[config.mk]
export PLATFORM = sky130hd
export DESIGN_NAME = dc_hit_detect
export DESIGN_NICKNAME = d
export VERILOG_FILES = /design/src/hdl/dc_pkg.sv /design/src/hdl/dc_hit_detect.sv
export SDC_FILE = /design/constraint.sdc
export NUM_CORES = 1
export LEC_CHECK = 0
export ABC_AREA = 1
export BUFFER_PORTS_ARGS = -buffer_cell sky130_fd_sc_hd__buf_2
export CORE_AREA = 2 2 69 71
export CTS_CLUSTER_DIAMETER = 30
export CTS_CLUSTER_SIZE = 12
export DETAILED_ROUTE_END_ITERATION = 8
export DIE_AREA = 0 0 71 73
export PLACE_DENSITY = 0.81
export SKIP_LAST_GASP = 1
export SLEW_MARGIN = 20
export SYNTH_ARGS = -nofsm -noshare
export SYNTH_HDL_FRONTEND = slang
export SYNTH_SLANG_ARGS = --single-unit
[constraint.sdc]
create_clock -name clk -period 1.66 [get_ports clk]
set_clock_uncertainty 0.15 [all_clocks]
set_input_delay 0.249 -clock clk [delete_from_list [all_inputs] [get_ports clk]]
set_output_delay 0.249 -clock clk [all_outputs]
set_load 0.03 [all_outputs]
[src/hdl/dc_pkg.sv]
// Shared geometry, field types and transaction structs for the data cache.
// Every cache module takes what it needs from here by a wildcard import.
package dc_pkg;

  // ====================================================================
  // Cache geometry
  // ====================================================================

  // Four ways of 128 sets, each line holding four 32-bit words
  localparam int NUM_WAYS       = 4;
  localparam int NUM_SETS       = 128;
  localparam int WORDS_PER_LINE = 4;

  // Address field widths for a 32-bit physical address
  localparam int NDX_W  = $clog2(NUM_SETS);
  localparam int WSEL_W = $clog2(WORDS_PER_LINE);
  localparam int BOFF_W = 2;
  localparam int TAG_W  = 32 - NDX_W - WSEL_W - BOFF_W;

  // ====================================================================
  // Field types
  // ====================================================================

  typedef logic [TAG_W-1:0]             dc_tag_t;
  typedef logic [NDX_W-1:0]             dc_ndx_t;
  typedef logic [$clog2(NUM_WAYS)-1:0]  dc_way_t;
  typedef logic [31:0]                  dc_word_t;

  // Word 0 of a line sits in the low 32 bits
  typedef dc_word_t [WORDS_PER_LINE-1:0] dc_line_t;

  // ====================================================================
  // Transaction structs
  // ====================================================================

  // Physical address, most significant field first
  typedef struct packed {
    dc_tag_t           tag;
    dc_ndx_t           ndx;
    logic [WSEL_W-1:0] wsel;
    logic [BOFF_W-1:0] boff;
  } dc_addr_t;

  // A fill carries the line address and the full line contents
  typedef struct packed {
    dc_addr_t addr;
    dc_line_t line;
  } dc_fill_t;

  // Lookup result returned by the output stage
  typedef struct packed {
    logic     hit;
    dc_way_t  way;
    dc_word_t word;
    dc_addr_t addr;
  } dc_rsp_t;

endpackage

[src/hdl/dc_hit_detect.sv]
// Four-way tag compare. Produces the hit vector, the hit flag and the way
// reported for the lookup, which falls back to the last hitting way on a miss.
module dc_hit_detect #(
  parameter int AWID = 32
) (
  input  logic             clk,
  input  logic             rst,
  input  logic             lk_valid_q,
  input  dc_pkg::dc_addr_t lk_addr_q,
  input  dc_pkg::dc_tag_t  tags [dc_pkg::NUM_WAYS],
  input  logic [dc_pkg::NUM_WAYS-1:0] set_valid,
  output logic [dc_pkg::NUM_WAYS-1:0] hits,
  output logic             hit,
  output dc_pkg::dc_way_t  way
);
  import dc_pkg::*;

  // Tag bits are whatever remains above index, word select and byte offset
  localparam int LK_TAG_W = AWID - NDX_W - WSEL_W - BOFF_W;

  logic [LK_TAG_W-1:0] lk_tag;
  dc_way_t             last_way_q;

  assign lk_tag = lk_addr_q[AWID-1 -: LK_TAG_W];

  // A way hits only when its line is valid and the tag matches
  always_comb
  begin
    for (int w = 0; w < NUM_WAYS; w++)
    begin
      hits[w] = set_valid[w] && (tags[w] == lk_tag);
    end
  end

  assign hit = |hits;

  // Lowest numbered hitting way wins, otherwise keep the remembered way
  // The scan runs downward so the lowest way is assigned last
  always_comb
  begin
    way = last_way_q;
    for (int w = NUM_WAYS - 1; w >= 0; w--)
    begin
      if (hits[w])
        way = dc_way_t'(w);
    end
  end

  // Only a real lookup that hits moves the remembered way
  always_ff @(posedge clk)
  begin
    if (rst)
      last_way_q <= '0;
    else if (lk_valid_q && hit)
      last_way_q <= way;
  end

  // Fills never load an address already present, so one way at most matches
  a_single_hit : assert property (@(posedge clk) disable iff (rst)
    lk_valid_q |-> $onehot0(hits));

endmodule

Word-level counts from Yosys, hierarchy flattened
Index checks and enable logic that the tools add are counted.

storage, ports and cells
  flip-flop bits (word level) = 2
  input bits = 123
  output and inout port bits = 7
  logic and storage cells = 15

cells by class
  equality and inequality tests = 4
  muxes and demuxes = 4
  reduce and logical (&&, ||, !) cells = 6

operator list
  kind                number
  21-bit == test      4
  2-bit two-way mux   4
  1-bit logical AND   5
  4-bit OR reduction  1

Logic depth before layout (Yosys ltp)
  word-level depth = 6
  mapped depth = 15
  depth with buffers taken out = 14

Least setup slack after synthesis
Ideal clock, no wire load.

  path kind = input port to output port
  start = input lk_addr_q[23] in the netlist's numbering
  end = output way[0]
  arrival = 1.218 ns
  data required time = 1.261 ns
  path slack = 0.043 ns
  cell stages on the path = 13
  buffers on the path = 1
  path through = buf_2 -> inv_2 -> nand2_1 -> nand2_1 -> nor2_1 -> nand2_1 -> nor2_2 -> nand3_2 -> nand2_1 -> nand2_1 -> nand2_1 -> nand2_1 -> inv_1

on the way
  cells in the longest elaborated chain, start to end = 6
  elaborated cells between the ends (all ways) = 12
  classes of those cells = eq/ne: 4; mux: 4; reduce/logical: 4

ends and longest elaborated chain
  what                            line                 RTL
  from (decl)                     dc_hit_detect.sv:9   input dc_pkg::dc_addr_t lk_addr_q,
  21-bit == test                  dc_hit_detect.sv:31  hits[w] = set_valid[w] && (tags[w] == lk_tag);
  1-bit logical AND               dc_hit_detect.sv:31
  2-bit two-way mux (3 in a row)  dc_hit_detect.sv:44  if (hits[w])
  2-bit two-way mux (*)           dc_hit_detect.sv:44
  to (decl)                       dc_hit_detect.sv:14  output dc_pkg::dc_way_t way

Mark *: on every way between the ends. The rest lies on a longest branch, timed or not.

Worst setup path after layout
  start = input tags[36] in the netlist's numbering
  end = output way[0]

on the way
  cells in the longest elaborated chain, start to end = 5

ends and longest elaborated chain
  what                            line                 RTL
  from (decl)                     dc_hit_detect.sv:10  input dc_pkg::dc_tag_t tags [dc_pkg::NUM_WAYS],
  21-bit == test                  dc_hit_detect.sv:31
  1-bit logical AND               dc_hit_detect.sv:31
  2-bit two-way mux (3 in a row)  dc_hit_detect.sv:44

No other way between the ends.

==> flow_summary.toml <==
[global_route]
overflow = 0
track_usage_pct = 24.8
grt_pass1_vias = 2699
grt_antenna_before_repair = 0
grt_pass1_wl_microns = 10700
grt_max_degree = 8

[clock_network]
htreeDepth = 1
cts_sinks = 2
clk_root_buffer_cell = "clkbuf_8"
clockBufferDepth = 2
tritoncts = "yes"
clk_latency_ns = 0.20
cts.clk_slew.worst_paths_ns = 0.03
cts_buffers = 3
hold_buffers = 0

[hold_path]
hp-start = "rst"
hold_path.class = "input port to flop"

[power]
power_switching_uw = 372
p_per_area_nw_per_um2 = 283
ir_worst_vdd_mv = 0.286
seqPwrFrac_pct = 5.4
p_comb_share_pct = 74.0
p_sw_share_pct = 41.8
internal_power_uw = 519
p_clk_share_pct = 20.6
leakage_uw = 0.00208

[sta]
clock.fmax_mhz = 558
period_needed_ns = 1.79
finalHoldViolCount = 0
relSlewSlack_pct = 87.8
worst_slack_ns = -0.132
slew_viol_final = 0
finalSetupTns_ns = -0.404
worst_slew_pin_slew_ns = 0.181
period_share_pct = 108
setup-violations-final = 5
rsz0062_at_grt = "true"
hold_ws_ns = 0.197

[setup_path]
worstSetupEndpointType = "output port"
crit_required_ns = 1.26
crit_path_top_delay_cell = "nand3_2"
path_class = "input port to output port"
arrival_ns = 1.39
r2r-start = "last_way_q[0]"
critPathLaunch = "tags[36]"
crit_path_cell_trace = "buf_2, inv_1, nand2_1, o21ai_1, nor2_1, nand2_1, nor2_2, nand3_2, nand2_1, nand2_1, nand2_1, inv_1, buf_6"
slowest_delay_ns = 0.13
cp-start-kind = "input port"
critPathMaxFanout = 3
cpMostUsedCell = "nand2_1"
cp_top_family = "simple AND/OR/NAND/NOR gates"
path_buf_inv = 4

[synth]
yosysWarnings = 0
synthXorXnorAreaFrac_pct = 2.84
synthMuxAreaShare_pct = 0
postSynthNetCount = 571
synth_top_cell_by_area = "nand2_1"
yosys.area_share.simple_pct = 68.9
netlist.area_leader.share_pct = 47.9
seq_area_frac_synth_pct = 2.17
syn_area_per_cell_sq_um = 4.13
synth_top_cells_by_area = "nand2_1 (48%), inv_1 (16%), nor2_1 (11%)"
synth_top_family_by_area = "simple AND/OR/NAND/NOR gates"
synth-compound-area-share_pct = 5.55
ys_types = 20
synthAdderAreaFrac_pct = 0
synth-seq-cells = 2
syn-cell-area_sq_um = 1850
synthesis.instances = 448

[final_layout]
fin_area_sq_um = 3150
final_common_cell = "nand2_1"
largest_reg_flops = 2
nets = 715
syn_to_final_growth_pct = 70.2
top_register = "last_way_q"
most-common-layout-cells = "nand2_1 (210), buf_2 (80), inv_1 (74)"
n_fill_cell = 428
layout-drive-gt1-share_pct = 38.3
diodes = 0
top_regs = "last_way_q x2"

[routing]
first_iter_violations = 136
drcViolationCount = 0
detail-route-antenna-nets = 0
wl_per_cell_microns = 10.6
vias = 2950
firstDrtPassIters = 4
routed_wl_microns = 6860
routed_via_density = 4.58

[floorplanning]
core.rowCount = 25
ios = 130
fp.dieW_microns = 71
core_sq_um = 4540
dieArea_sq_um = 5180
initial_core_util_pct = 40.7
die_h_microns = 73

[run_status]
status = "complete, but fails checks"
violations = "negative setup slack"

[placed_design]
hpwl_microns = 5530
port_buffers = 118
placed_area_sq_um = 2640
gp_congestion = 0.923

[flow_run]
drv_cap = 0
## layout make-up
cell class | count | area, sq um | area share, %
Tap cell | 54 | 67.6 | 2.15
Clock buffer | 3 | 41.3 | 1.31
Sequential cell | 2 | 40.0 | 1.27
Timing Repair Buffer | 140 | 1020 | 32.5
Inverter | 100 | 418 | 13.3
Multi-Input combinational cell | 345 | 1560 | 49.5
## tightest hold or removal path, cell delays in order
cell,delay [ns]
buf_2,0.09
inv_1,0.05
nand2_1,0.07
nor2_2,0.04
## Yosys cell counts (all sizes together)
master / instances
nand2: 237
inv: 100
nor2: 63
o21ai: 19
nand3: 7
nand4: 7
or2: 3
xnor2: 3
xor2: 3
dfxtp: 2
and2: 1
buf: 1
nor3: 1
o211ai: 1
## stage by stage
stage / worst slack, ns / util, % / std cells / power [uW]
3_3_place_gp: -0.194 / 58.1 / 637 / 582
3_5_place_dp: -0.211 / 58.1 / 637 / 590
4_1_cts: -0.101 / 64.9 / 645 / 838
6_report: -0.132 / 69.4 / 644 / 891
2_1_floorplan: 0.0433 / - / 448 / 329
5_1_grt: -0.237 / 69.4 / 644 / 979
## worst paths after layout
path                                      end  slack (ns)  depth (start not counted)
worst min register to register  last_way_q[1]        0.36                          2
worst max-delay path                   way[0]       -0.13                         13
worst min-delay path            last_way_q[0]        0.20                          4
worst max register to register  last_way_q[0]        0.53                          9
## logic make-up (layout without fill, tap and decap cells)
kind of cell	count (synthesis)	in the layout
simple gates	319	319
buf+inv	101	243
xor+xnor	6	6
flops	2	2
compound gates	20	20
## per-layer routing
| metal | vias to the layer above | track usage (%) | wire [microns] |
|---|---|---|---|
| met5 | - | 0 | 0 |
| met4 | 0 | 5.45 | 143 |
| met3 | 14 | 1.93 | 482 |
| met2 | 118 | 49.2 | 3440 |
| met1 | 1237 | 28.8 | 2790 |
| li1 | 1581 | - | - |
## power groups by stage
stage / clock network, uW / logic (uW) / registers (uW)
2_1_floorplan: 0 / 280 / 49.1
3_3_place_gp: 0 / 533 / 49.1
3_5_place_dp: 0 / 541 / 49.1
4_1_cts: 187 / 602 / 48.5
5_1_grt: 196 / 734 / 48.5
6_report: 183 / 659 / 48.5
## timing repair
action                     in CTS  in global routing
setup endpoints to repair       5                  9
setup buffers                   5                  0
pin swaps                      38                 39
gates resized for setup        80                 71
Power figures use the tool's default switching activity.
