$ cat config.mk
export PLATFORM = sky130hd
export DESIGN_NAME = dc_rsp_stage
export DESIGN_NICKNAME = d
export VERILOG_FILES = /design/src/hdl/dc_pkg.sv /design/src/hdl/dc_rsp_stage.sv
export SDC_FILE = /design/constraint.sdc
export NUM_CORES = 1
export LEC_CHECK = 0
export BUFFER_PORTS_ARGS = -buffer_cell sky130_fd_sc_hd__buf_2
export CORE_AREA = 2 2 237 239
export CTS_BUF_LIST = sky130_fd_sc_hd__clkbuf_4 sky130_fd_sc_hd__clkbuf_8
export DETAILED_ROUTE_END_ITERATION = 10
export DIE_AREA = 0 0 239 241
export SETUP_SLACK_MARGIN = 0.05
export SLEW_MARGIN = 10
export SYNTH_ARGS = -nofsm -noshare
export SYNTH_HDL_FRONTEND = slang
export SYNTH_SLANG_ARGS = --single-unit
export TNS_END_PERCENT = 20
$ cat constraint.sdc
create_clock -name clk -period 3.8 [get_ports clk]
set_clock_uncertainty 0.1 [all_clocks]
set_input_delay 1.14 -clock clk [delete_from_list [all_inputs] [get_ports clk]]
set_output_delay 1.14 -clock clk [all_outputs]
set_load 0.01 [all_outputs]
$ cat src/hdl/dc_pkg.sv
// Shared geometry, field types and transaction structs for the data cache.
// Every cache module takes what it needs from here by a wildcard import.
package dc_pkg;

  // ====================================================================
  // Cache geometry
  // ====================================================================

  // Four ways of 128 sets, each line holding four 32-bit words
  localparam int NUM_WAYS       = 4;
  localparam int NUM_SETS       = 128;
  localparam int WORDS_PER_LINE = 4;

  // Address field widths for a 32-bit physical address
  localparam int NDX_W  = $clog2(NUM_SETS);
  localparam int WSEL_W = $clog2(WORDS_PER_LINE);
  localparam int BOFF_W = 2;
  localparam int TAG_W  = 32 - NDX_W - WSEL_W - BOFF_W;

  // ====================================================================
  // Field types
  // ====================================================================

  typedef logic [TAG_W-1:0]             dc_tag_t;
  typedef logic [NDX_W-1:0]             dc_ndx_t;
  typedef logic [$clog2(NUM_WAYS)-1:0]  dc_way_t;
  typedef logic [31:0]                  dc_word_t;

  // Word 0 of a line sits in the low 32 bits
  typedef dc_word_t [WORDS_PER_LINE-1:0] dc_line_t;

  // ====================================================================
  // Transaction structs
  // ====================================================================

  // Physical address, most significant field first
  typedef struct packed {
    dc_tag_t           tag;
    dc_ndx_t           ndx;
    logic [WSEL_W-1:0] wsel;
    logic [BOFF_W-1:0] boff;
  } dc_addr_t;

  // A fill carries the line address and the full line contents
  typedef struct packed {
    dc_addr_t addr;
    dc_line_t line;
  } dc_fill_t;

  // Lookup result returned by the output stage
  typedef struct packed {
    logic     hit;
    dc_way_t  way;
    dc_word_t word;
    dc_addr_t addr;
  } dc_rsp_t;

endpackage

$ cat src/hdl/dc_rsp_stage.sv
// Output register of the cache. Picks the word of the reported way and
// returns it with the hit flag, the way and the lookup address.
module dc_rsp_stage (
  input  logic             clk,
  input  logic             rst,
  input  logic             lk_valid_q,
  input  dc_pkg::dc_addr_t lk_addr_q,
  input  dc_pkg::dc_line_t lines [dc_pkg::NUM_WAYS],
  input  logic             hit,
  input  dc_pkg::dc_way_t  way,
  output logic             rsp_valid,
  output dc_pkg::dc_rsp_t  rsp
);
  import dc_pkg::*;

  dc_line_t sel_line;
  dc_word_t sel_word;

  // Line of the reported way, then the word named by the word select
  assign sel_line = lines[way];

  // A miss returns a zero word whatever the reported way holds
  assign sel_word = hit ? sel_line[lk_addr_q.wsel] : '0;

  // Response payload is only meaningful while rsp_valid is high
  always_ff @(posedge clk)
  begin
    rsp.hit  <= hit;
    rsp.way  <= way;
    rsp.word <= sel_word;
    rsp.addr <= lk_addr_q;
  end

  // One valid pulse per accepted lookup
  always_ff @(posedge clk)
  begin
    if (rst)
      rsp_valid <= 1'b0;
    else
      rsp_valid <= lk_valid_q;
  end

endmodule

-- Word level (Yosys, flattened, before mapping)
Index checks and enable logic that the tools add are counted.
- word-level logic and storage cells: 16
- input bits: 550
- output and inout bits: 68
- bits in registers: 68
- order comparisons: 2
- mux-type cells: 5
- bitwise operators: 1
- operators by type and width (cell ; number):
    $bmux W128 S2 ; 1
    $mux W128 ; 2
    $bmux W32 S2 ; 1
    $mux W32 ; 1
    $ge A3 B3 Y1 const B ; 1
    $lt A2 B3 Y1 const B ; 1
    $not A2 Y3 ; 1

-- Longest topological paths before layout
- depth in word-level cells: 6
- mapped depth: 7
- mapped depth without buffers: 4

-- Least setup slack after synthesis
OpenSTA, ideal clock, no wires.
- kind: input -> register
- from: input way[0]
- to: register rsp[32] in the netlist's numbering
- required time: 3587 ps
- setup time: 113 ps
- buffers on the path: 3
- cell stages on the path: 7
- arrival: 1981 ps
- slack: 1605 ps
- cell sequence: buf_4 > buf_6 > buf_6 > mux2i_1 > a22oi_1 > nand3_1 > nand2_1
- word-level cells in the longest chain between the ends: 6
- RTL lines (element ; line ; source):
    start, declared ; dc_rsp_stage.sv:10 ; input dc_pkg::dc_way_t way,
    $not A2 Y3 (not written as such) ; dc_rsp_stage.sv:20 ; assign sel_line = lines[way];
    $bmux W128 S2 ; dc_rsp_stage.sv:20 ;
    $mux W128 (not written as such) (2 in series) ; dc_rsp_stage.sv:20 ;
    $bmux W32 S2 ; dc_rsp_stage.sv:23 ; assign sel_word = hit ? sel_line[lk_addr_q.wsel] : '0;
    $mux W32 (not written as such) ; dc_rsp_stage.sv:23 ;
    end, declared ; dc_rsp_stage.sv:12 ; output dc_pkg::dc_rsp_t rsp
No other way between the ends. The select of a mux whose other input is x is not followed.
A chain may end at the register's enable or synchronous reset.

-- Worst setup path in the final report
- from: input way[0]
- to: register rsp[49] in the netlist's numbering
Same word-level chain as after synthesis.

==> results.sh <==
export IMPL_outcome="finished clean"
export IMPL_netlist_cell_type_count=15
export IMPL_total_power_mw=2.42
export IMPL_floorplan_initialDensity_pct=10.9
export IMPL_edff_count_synth=0
export IMPL_fillers=6253
export IMPL_place_detailed_hpwl_um=28500
export IMPL_cts_tree="done"
export IMPL_irDropWorstVdd_mv=0.185
export IMPL_dominantRegCellSynth="sky130_fd_sc_hd__dfxtp_1"
export IMPL_hold_path_cell_count=1
export IMPL_io_buffers=617
export IMPL_design_die_area_um2=57600
export IMPL_layout_min_cycle_time_ns=2.53
export IMPL_drt_first_iter_violations=321
export IMPL_first_global_vias=7501
export IMPL_grt_antenna_before_repair=6
export IMPL_clock_sinks=68
export IMPL_max_clock_freq_ghz=0.395
export IMPL_layout_area_overhead_vs_synth_pct=67.0
export IMPL_die_height_um=241
export IMPL_synthArstFlopShare_pct=0
export IMPL_p_leak_nw=5.34
export IMPL_timing_final_setup_violations=0
export IMPL_worst_slew_pin_slew_ns=0.939
export IMPL_timing_critical_path_from_type="input port"
export IMPL_most_common_layout_cells="sky130_fd_sc_hd__buf_2 (616), sky130_fd_sc_hd__mux2i_1 (256), sky130_fd_sc_hd__a22oi_1 (128), sky130_fd_sc_hd__dfxtp_1 (68), sky130_fd_sc_hd__nand3_1 (64)"
export IMPL_timing_critical_path_arrival_ns=2.72
export IMPL_worst_hold_start="lk_addr_q[11]"
export IMPL_critPathRequiredTime_ns=3.99
export IMPL_cts_repair_resize_count=0
export IMPL_finish_net_count=1768
export IMPL_synthesis_instances=619
export IMPL_layout_drive_gt1_share_pct=55.1
export IMPL_clock_tree_htree_level_count=3
export IMPL_detail_route_wl_per_cell_um=17.6
export IMPL_most_common_cell_after_layout_fill_and_taps_aside="sky130_fd_sc_hd__buf_2"
export IMPL_floorplan_rows=86
export IMPL_vias=7504
export IMPL_slew_headroom_pct=37.4
export IMPL_seqCellArea_um2=1360
export IMPL_residual_drc_count=0
export IMPL_timing_max_transition_violations_final=0
export IMPL_max_cap_violations=0
export IMPL_clkTransAtPathRegs_ns=0.10
export IMPL_hold_class="in2reg"
export IMPL_fin_crit_sh_pct=66.5
export IMPL_setup_total_negative_slack_ns=0
export IMPL_cts_hold_buffers_added=0
export IMPL_routed_wirelength_um=34000
export IMPL_setup_repair_after_global_routing_missed_its_margin="false"
export IMPL_synthesis_nets=1169
export IMPL_netlist_top_cells_area="sky130_fd_sc_hd__mux2i_1 (43%), sky130_fd_sc_hd__dfxtp_1 (23%), sky130_fd_sc_hd__a22oi_1 (16%)"
export IMPL_numCtsBuffers=9
export IMPL_syn_area_um2=5960
export IMPL_io_pins=618
export IMPL_critical_path_peak_fanout=35
export IMPL_place_gp_congestion=0.857
export IMPL_synth_top_area_share_pct=43.0
export IMPL_cts_root_to_sink_buffers=2
export IMPL_timing_final_hold_violations=0
export IMPL_seq_area_frac_synth_pct=22.9
export IMPL_root_buffer="sky130_fd_sc_hd__clkbuf_8"
export IMPL_worst_setup_end_kind="register"
export IMPL_synth_top_area_cell="sky130_fd_sc_hd__mux2i_1"
export IMPL_globalRouteTotalUtil_pct=10.8
export IMPL_grt_pass1_wl_um=44800
export IMPL_setup_worst_path_class="in2reg"
export IMPL_core_area_um2=54900
export IMPL_drt_vias_per_instance=3.89
export IMPL_grt_overflow_total=0
export IMPL_timing_hold_worst_endpoint="rsp[11]"
export IMPL_synth_yosys_warnings=0
export IMPL_fp_dieW_um=239
export IMPL_multiInputGateArea_um2=4040
export IMPL_cts_post_setup_buffers_inserted=0
export IMPL_dr_pass1_iters=4
export IMPL_drt_antenna_violating_nets=0
export IMPL_postSynthRegisterBits=68
export IMPL_grt_start_max_net_pins=46
export IMPL_power_density_cell_area_nw_per_um2=243
export IMPL_avgSynthCellArea_um2=9.62
==> logic make-up after synthesis <==
family | share of synthesized area (%)
buffers and inverters | 9.89
multiplexers | 43.0
AND/OR/NAND/NOR | 8.09
flip-flops | 22.9
AO/OA/AOI/OAI | 16.1
==> cells in the mapped netlist, types with 3 or more instances <==
| cell | n |
|---|---|
| sky130_fd_sc_hd__buf_2 | 28 |
| sky130_fd_sc_hd__buf_6 | 14 |
| sky130_fd_sc_hd__nand2_1 | 32 |
| sky130_fd_sc_hd__dfxtp_1 | 68 |
| sky130_fd_sc_hd__mux2i_1 | 256 |
| sky130_fd_sc_hd__a22oi_1 | 128 |
| sky130_fd_sc_hd__buf_12 | 11 |
| sky130_fd_sc_hd__clkbuf_1 | 3 |
| sky130_fd_sc_hd__nor2b_1 | 4 |
| sky130_fd_sc_hd__nand3_1 | 64 |
| sky130_fd_sc_hd__buf_1 | 4 |
==> area by class of cell <==
type                       instances  area share (%)
clock inverter                     6           0.717
antenna                            3          0.0755
tap                              704            8.86
clock buffer                      10            1.38
multi-input combinational        487            40.6
sequential                        68            13.7
timing repair buffer             652            34.7
==> report_power, final <==
part           leakage (nW)  internal, mW  switching (mW)
Clock                0.0991         0.326           0.393
Sequential            0.571         0.769          0.0174
Combinational          4.67         0.465           0.450
==> flip-flops by register name, indices dropped and copies added (netlist names) <==
name and flops:
rsp_valid 1, rsp 67
==> metal layers <==
metal | track usage (%) | vias to the layer above | wire length [um]
met2 | 18.8 | 468 | 16600
li1 | - | 3592 | -
met4 | 5.42 | 0 | 1170
met5 | 0 | - | 0
met3 | 2.62 | 45 | 2820
met1 | 12.3 | 3399 | 13300
==> how the worst max path moves through the flow <==
stage	from	endpoint	slack, ns
CTS	way[0]	rsp[49]	1.26
finish	way[0]	rsp[49]	1.27
global placement	way[0]	rsp[49]	0.80
global route	way[0]	rsp[49]	1.18
floorplan	way[0]	rsp[32]	1.61
detailed placement	way[0]	rsp[49]	0.77
==> stage by stage <==
step	cells	hold WS, ns	util, %	instance area [um2]	setup WS [ns]
after detailed placement	1911	1.14	17.7	9730	0.774
after CTS	1927	0.662	18.1	9940	1.26
after floorplan	619	1.07	-	5960	1.61
after global routing	1929	0.667	18.1	9940	1.18
after global placement	1911	1.14	17.7	9730	0.799
final	1930	0.719	18.1	9950	1.27
==> worst max-delay path, cell delays in order <==
cell and delay [ns]:
sky130_fd_sc_hd__buf_8 0.26, sky130_fd_sc_hd__buf_12 0.28, sky130_fd_sc_hd__buf_4 0.29, sky130_fd_sc_hd__mux2i_1 0.22, sky130_fd_sc_hd__a22oi_1 0.10, sky130_fd_sc_hd__nand3_1 0.28, sky130_fd_sc_hd__nand2_1 0.08
Note: power is estimated with default switching activity, not from simulation.
