[src/hdl/dc_pkg.sv]
// Shared geometry, field types and transaction structs for the data cache.
// Every cache module takes what it needs from here by a wildcard import.
package dc_pkg;

  // ====================================================================
  // Cache geometry
  // ====================================================================

  // Four ways of 128 sets, each line holding four 32-bit words
  localparam int NUM_WAYS       = 4;
  localparam int NUM_SETS       = 128;
  localparam int WORDS_PER_LINE = 4;

  // Address field widths for a 32-bit physical address
  localparam int NDX_W  = $clog2(NUM_SETS);
  localparam int WSEL_W = $clog2(WORDS_PER_LINE);
  localparam int BOFF_W = 2;
  localparam int TAG_W  = 32 - NDX_W - WSEL_W - BOFF_W;

  // ====================================================================
  // Field types
  // ====================================================================

  typedef logic [TAG_W-1:0]             dc_tag_t;
  typedef logic [NDX_W-1:0]             dc_ndx_t;
  typedef logic [$clog2(NUM_WAYS)-1:0]  dc_way_t;
  typedef logic [31:0]                  dc_word_t;

  // Word 0 of a line sits in the low 32 bits
  typedef dc_word_t [WORDS_PER_LINE-1:0] dc_line_t;

  // ====================================================================
  // Transaction structs
  // ====================================================================

  // Physical address, most significant field first
  typedef struct packed {
    dc_tag_t           tag;
    dc_ndx_t           ndx;
    logic [WSEL_W-1:0] wsel;
    logic [BOFF_W-1:0] boff;
  } dc_addr_t;

  // A fill carries the line address and the full line contents
  typedef struct packed {
    dc_addr_t addr;
    dc_line_t line;
  } dc_fill_t;

  // Lookup result returned by the output stage
  typedef struct packed {
    logic     hit;
    dc_way_t  way;
    dc_word_t word;
    dc_addr_t addr;
  } dc_rsp_t;

endpackage

[src/hdl/dc_line_state.sv]
// Valid bits and round-robin victim pointers of every set.
// Also delays the lookup one cycle so it lines up with the set RAM outputs.
module dc_line_state (
  input  logic             clk,
  input  logic             rst,
  input  logic             lk_valid,
  input  dc_pkg::dc_addr_t lk_addr,
  input  logic             fill_q,
  input  dc_pkg::dc_ndx_t  fill_ndx,
  input  logic             flush_q,
  output dc_pkg::dc_way_t  victim,
  output logic [dc_pkg::NUM_WAYS-1:0] set_valid,
  output logic             lk_valid_q,
  output dc_pkg::dc_addr_t lk_addr_q
);
  import dc_pkg::*;

  // One valid bit per way and one victim pointer per set
  logic [NUM_WAYS-1:0] valid_q [NUM_SETS];
  dc_way_t             ptr_q   [NUM_SETS];

  // The victim is simply the pointer of the set being filled
  assign victim = ptr_q[fill_ndx];

  // ====================================================================
  // Line state update
  // ====================================================================

  // Flush empties the whole cache in one cycle
  always_ff @(posedge clk)
  begin
    if (rst || flush_q)
    begin
      for (int s = 0; s < NUM_SETS; s++)
      begin
        valid_q[s] <= '0;
        ptr_q[s]   <= '0;
      end
    end
    else if (fill_q)
    begin
      // Mark the new line and step the pointer, wrapping after the last way
      valid_q[fill_ndx][victim] <= 1'b1;
      ptr_q[fill_ndx]           <= victim + dc_way_t'(1);
    end
  end

  // ====================================================================
  // Lookup alignment
  // ====================================================================

  // Registered in the same edge as the RAM read, so all three line up
  always_ff @(posedge clk)
  begin
    set_valid <= valid_q[lk_addr.ndx];
    lk_addr_q <= lk_addr;
  end

  always_ff @(posedge clk)
  begin
    if (rst)
      lk_valid_q <= 1'b0;
    else
      lk_valid_q <= lk_valid;
  end

  // A fill and a flush in the same cycle would leave the set state undefined
  a_fill_flush : assert property (@(posedge clk) disable iff (rst)
    !(fill_q && flush_q));

endmodule

[config.mk]
export PLATFORM = sky130hd
export DESIGN_NAME = dc_line_state
export DESIGN_NICKNAME = d
export VERILOG_FILES = /design/src/hdl/dc_pkg.sv /design/src/hdl/dc_line_state.sv
export SDC_FILE = /design/constraint.sdc
export NUM_CORES = 1
export LEC_CHECK = 0
export ABC_AREA = 1
export BUFFER_PORTS_ARGS = -buffer_cell sky130_fd_sc_hd__buf_2
export CAP_MARGIN = 20
export CORE_ASPECT_RATIO = 1.2
export CORE_MARGIN = 2
export CORE_UTILIZATION = 30
export DETAILED_ROUTE_END_ITERATION = 7
export MAX_ROUTING_LAYER = met4
export PLACE_DENSITY = 0.44
export SYNTH_ARGS = -nofsm -noshare
export SYNTH_HDL_FRONTEND = slang
export SYNTH_SLANG_ARGS = --single-unit
[constraint.sdc]
create_clock -name clk -period 3.7 [get_ports clk]
set_clock_uncertainty 0.05 [all_clocks]
set_input_delay 0.555 -clock clk [delete_from_list [all_inputs] [get_ports clk]]
set_output_delay 0.555 -clock clk [all_outputs]
set_load 0.1 [all_outputs]
-- Word level (Yosys, flattened, before mapping)
Memories as Yosys holds them, arrays and structs flattened. A register that Yosys moved wholly into a read port is not among the register bits.
Index checks and enable logic that the tools add are counted.
- bits in writable memories: 768
- memories: 2
- register bits: 33
- input port bits: 44
- reductions and logical operators: 4
- add/sub/neg operators: 1
- order comparisons: 2
- mux-type cells: 14
- memory list (memory ; words ; bits a word ; read ports ; clocked after memory_dff ; wr ports ; RTL line ; source):
    valid_q ; 128 ; 4 ; 1 ; 1 ; 128 ; dc_line_state.sv:19 ; logic [NUM_WAYS-1:0] valid_q [NUM_SETS];
    ptr_q ; 128 ; 2 ; 1 ; 0 ; 128 ; dc_line_state.sv:20 ; dc_way_t ptr_q [NUM_SETS];
- operator list (cell ; number):
    $mux 7 ; 2
    $mux 4 ; 3
    $mux 1 ; 7
    $reduce_or 4->1 ; 1
    $lt 2x3->1 const B ; 1
    $add 2x1->2 const B ; 1
    $demux 1 s2 ; 1
    $ge 2x1->1 const B ; 1
    $mux 2 ; 1
    $reduce_or 2->1 ; 1
    $logic_and 1x1->1 ; 1
    $logic_or 1x1->1 ; 1

-- Longest topological paths before layout
An unclocked memory read counts as a cell.
- depth after elaboration: 8
- gate-level depth with buffers: 21

-- Worst setup path after synthesis
Ideal clock, no wire load.
- kind: input to register
- start point: input port fill_ndx[0]
- end point: memory valid_q[100][3]
- stages: 19
- buffers on the path: 6
- path slack: -0.135 ns
- required time: 3.513 ns
- library setup time: 0.137 ns
- arrival time: 3.649 ns
- cell sequence: buf_6 -> buf_2 -> nand3_2 -> inv_1 -> buf_2 -> nand2_1 -> nand4_1 -> o21ai_0 -> nand2_1 -> nor2_1 -> nand2_1 -> nor2_1 -> nand2_1 -> ha_1 -> nand2_1 -> buf_2 -> buf_2 -> clkbuf_1 -> o22ai_1
- RTL lines (what ; RTL line ; source):
    start: declaration ; dc_line_state.sv:9 ; input dc_pkg::dc_ndx_t fill_ndx,
    end: declaration ; dc_line_state.sv:19 ;

-- Final worst setup path
- start point: input port fill_ndx[0]
- end point: output port victim[0]
- longest elaborated chain between the ends: 1
- RTL lines (what ; RTL line ; source):
    $mem_v2 128x2 ; n/a ;
    end: declaration ; dc_line_state.sv:11 ; output dc_pkg::dc_way_t victim,
No other way between the ends.

==> reports/metrics.cfg <==
[run_status]
status=complete, no violations

[setup_path]
cpLargestDelayFamily=buffers and inverters
cpMostUsedCell=nand2_1
reg2reg_from=ptr_q[124][0]
path_max_fanout=32
reg2reg_to=valid_q[22][1]
crit_buf_inv=8
r2r_setup_slack_ps=930
crit_slowest_cell=buf_12
start_kind=input pin
critPathCaptureType=primary output
max_stage_delay_ps=230
path_depth=19
arrival_ps=2980
crit_required_ps=3090
rr_worst_depth=17
crit_type=input pin to primary output
crit_chain=clkbuf_4, inv_2, buf_4, buf_12, nand2_1, nand2_1, nand2_1, nand2_1, nand2_1, nand2_1, nand2_1, nand2_1, o21ai_2, nand3_4, nor2_1, buf_4, inv_1, buf_4, buf_6

[sta]
max_freq_mhz=279
grt_setup_unrepaired=false
maxSlewViolCount=0
hold_violations=0
min_period_ps=3590
setup_violations=0
fin_crit_sh_pct=96.9
tightestPinTransition_ps=1110
relSlewSlack_pct=25.9
setup_tns_ps=0

[route]
routedWlPerCell_um=20.9
wirelength_um=128000
ant_nets=0
highest_layer=met4
drc_errors=0
drtIter0Drc=2456
vias=30600
via_per_inst=5.01
dr_wl_met2_um=58200
drt_pass1_iterations=5
wl_met1_um=58300
wl_met3_um=5990

[yosys]
synth_edf_count=256
yosysSeqAreaShare_pct=53.0
syn_inst=4457
yosysTopAreaCell=dfxtp_1
synthFlopType=dfxtp_1
synth_top_area_share_pct=31.2
synthesis.area_um2=35200
syn_nets=4505
synth_seq_cells=805
avgSynthCellArea_um2=7.91
ys_warn_count=0
synth.distinct_cells=25
synthTopCellsByArea=dfxtp_1 31%, edfxtp_1 22%, nand2_1 13%
async_flop_share_pct=0

[clock_tree]
cts_tree=yes
worstSkewPairLatency_ps=700
cts.clk_slew.worst_paths_ps=50
cts.sinks=805
numCtsBuffers=89
postCtsSetupRepairBufs=0
htreeDepth=3
ctsRootBufferMaster=clkbuf_16
clk_path_buf_depth=3

[min_path]
min-delay-start=lk_addr[8]
hp-class=input pin to flip-flop
hold_depth=1
min_to=lk_addr_q[8]

[power_and_ir_drop]
power_frac_seq_pct=45.4
p_sw_mw=5.40
p_per_area_nw_per_um2=496
p_total_mw=20.5
clkPwrFrac_pct=45.2
cell_internal_pwr_mw=15.1
netSwitchingFraction_pct=26.4
p_leak_nw=15.0
combinationalPowerShare_pct=9.4
ir_worst_vdd_v=0.000393

[cells_and_area]
area_delta_synth_final_pct=17.3
mostFrequentLayoutCells=1211 x nand2_1, 644 x o21ai_0, 549 x dfxtp_1
drive_gt1_share_pct=11.9
final_area_um2=41300
layout_commonest_cell=nand2_1
nets=4550
n_fill_cell=12200
regArea_um2=18700
multi_input_area_um2=13800

[placement]
postPlaceCellArea_um2=38000
gp_routability_congestion=0.902
port_buffers=82
place_hpwl_um=85800

[job]
maxCapViolCount=0

[floorplanning]
pin_count=83
die_area_um2=120000
fp.dieH_um=379
row_count=137
initial_core_util_pct=30.3
coreArea_um2=116000
dieWidth_um=317

[global_routing]
first_global_vias=29600
antenna_found_initial=1
grt_pass1_wl_um=192000
grt_remaining_overflow=0
track_usage_pct=21.8
grt_max_degree=169

-- worst max path at each step --
stage                 from  slack [ps]         endpoint
2_1_floorplan  fill_ndx[0]         130  valid_q[100][3]
3_3_place_gp   fill_ndx[0]        -140        victim[0]
3_5_place_dp   fill_ndx[0]        -160        victim[0]
4_1_cts        fill_ndx[0]          20        victim[0]
5_1_grt        fill_ndx[0]          10        victim[0]
6_report       fill_ndx[0]         110        victim[0]
-- cell families after synthesis --
family	synth area share, %
flip-flops	53.0
AO/OA/AOI/OAI	15.7
buffers and inverters	8.09
AND/OR/NAND/NOR	23.0
adder cells (fa/ha/maj)	0.142
-- per-stage QoR --
stage | setup slack, ps | instances | hold slack (ps) | util [%]
6_report | 114 | 6105 | 95.0 | 35.5
5_1_grt | 10.2 | 6105 | 82.8 | 35.5
4_1_cts | 24.1 | 6104 | 59.5 | 35.5
3_5_place_dp | -162 | 5912 | 390 | 32.6
3_3_place_gp | -135 | 5912 | 382 | 32.6
2_1_floorplan | 133 | 4457 | 373 | -
-- synth_stat cells (16+ instances only) --
cell / n
nand2_1: 1217
o21ai_0: 644
dfxtp_1: 549
nor2_1: 373
inv_1: 354
edfxtp_1: 256
clkbuf_1: 213
a21oi_1: 195
o22ai_1: 186
nand3_1: 161
nor3_2: 110
buf_2: 60
buf_1: 29
nor3_1: 19
buf_4: 16
-- worst reg2reg max path, stage by stage (launching register included) --
cell and delay, ps:
edfxtp_1 380, nand2_1 80, nand2_1 50, nand2_1 60
nand2_1 50, nand2_1 50, nand2_1 60, nand2_1 100
nand2_1 150, o21ai_2 250, nand3_4 110, nor2_1 110
buf_4 140, inv_1 110, ha_1 290, nand2_4 200
buf_12 220, o22ai_1 170
-- registers in the layout, summed over array words and instances (netlist names) --
| name | cells |
|---|---|
| ptr_q | 256 |
| lk_valid_q | 1 |
| set_valid | 4 |
| valid_q | 512 |
| lk_addr_q | 32 |
-- power by group through the flow --
stage	Sequential (mW)	Combinational (mW)	Clock [mW]
2_1_floorplan	9.64	0.969	0
3_3_place_gp	9.50	1.91	0
3_5_place_dp	9.50	1.90	0
4_1_cts	9.31	1.93	9.48
5_1_grt	9.31	2.06	9.82
6_report	9.31	1.92	9.27
-- cell type report --
cell class                      instances  area share (%)
Timing Repair Buffer                  286            6.15
Clock buffer                          123            6.12
Inverter                              364            3.33
Antenna cell                            1         0.00605
Clock inverter                         41            1.21
Multi-Input combinational cell       2956            33.4
Sequential cell                       805            45.2
Tap cell                             1529            4.63
-- per-layer routing --
layer / track usage, % / up-vias
li1: - / 14800
met1: 29.1 / 14700
met2: 33.4 / 794
met3: 2.55 / 215
met4: 9.05 / 0
met5: - / -
-- timing repair --
| item | 4_1_cts | 5_1_grt |
|---|---|---|
| hold buffers | 28 | 0 |
| hold endpoints to repair | 27 | 0 |
| endpoints found under the setup margin | 1 | 1 |
| resized for setup | 2 | 3 |
Power figures use the tool's default switching activity.
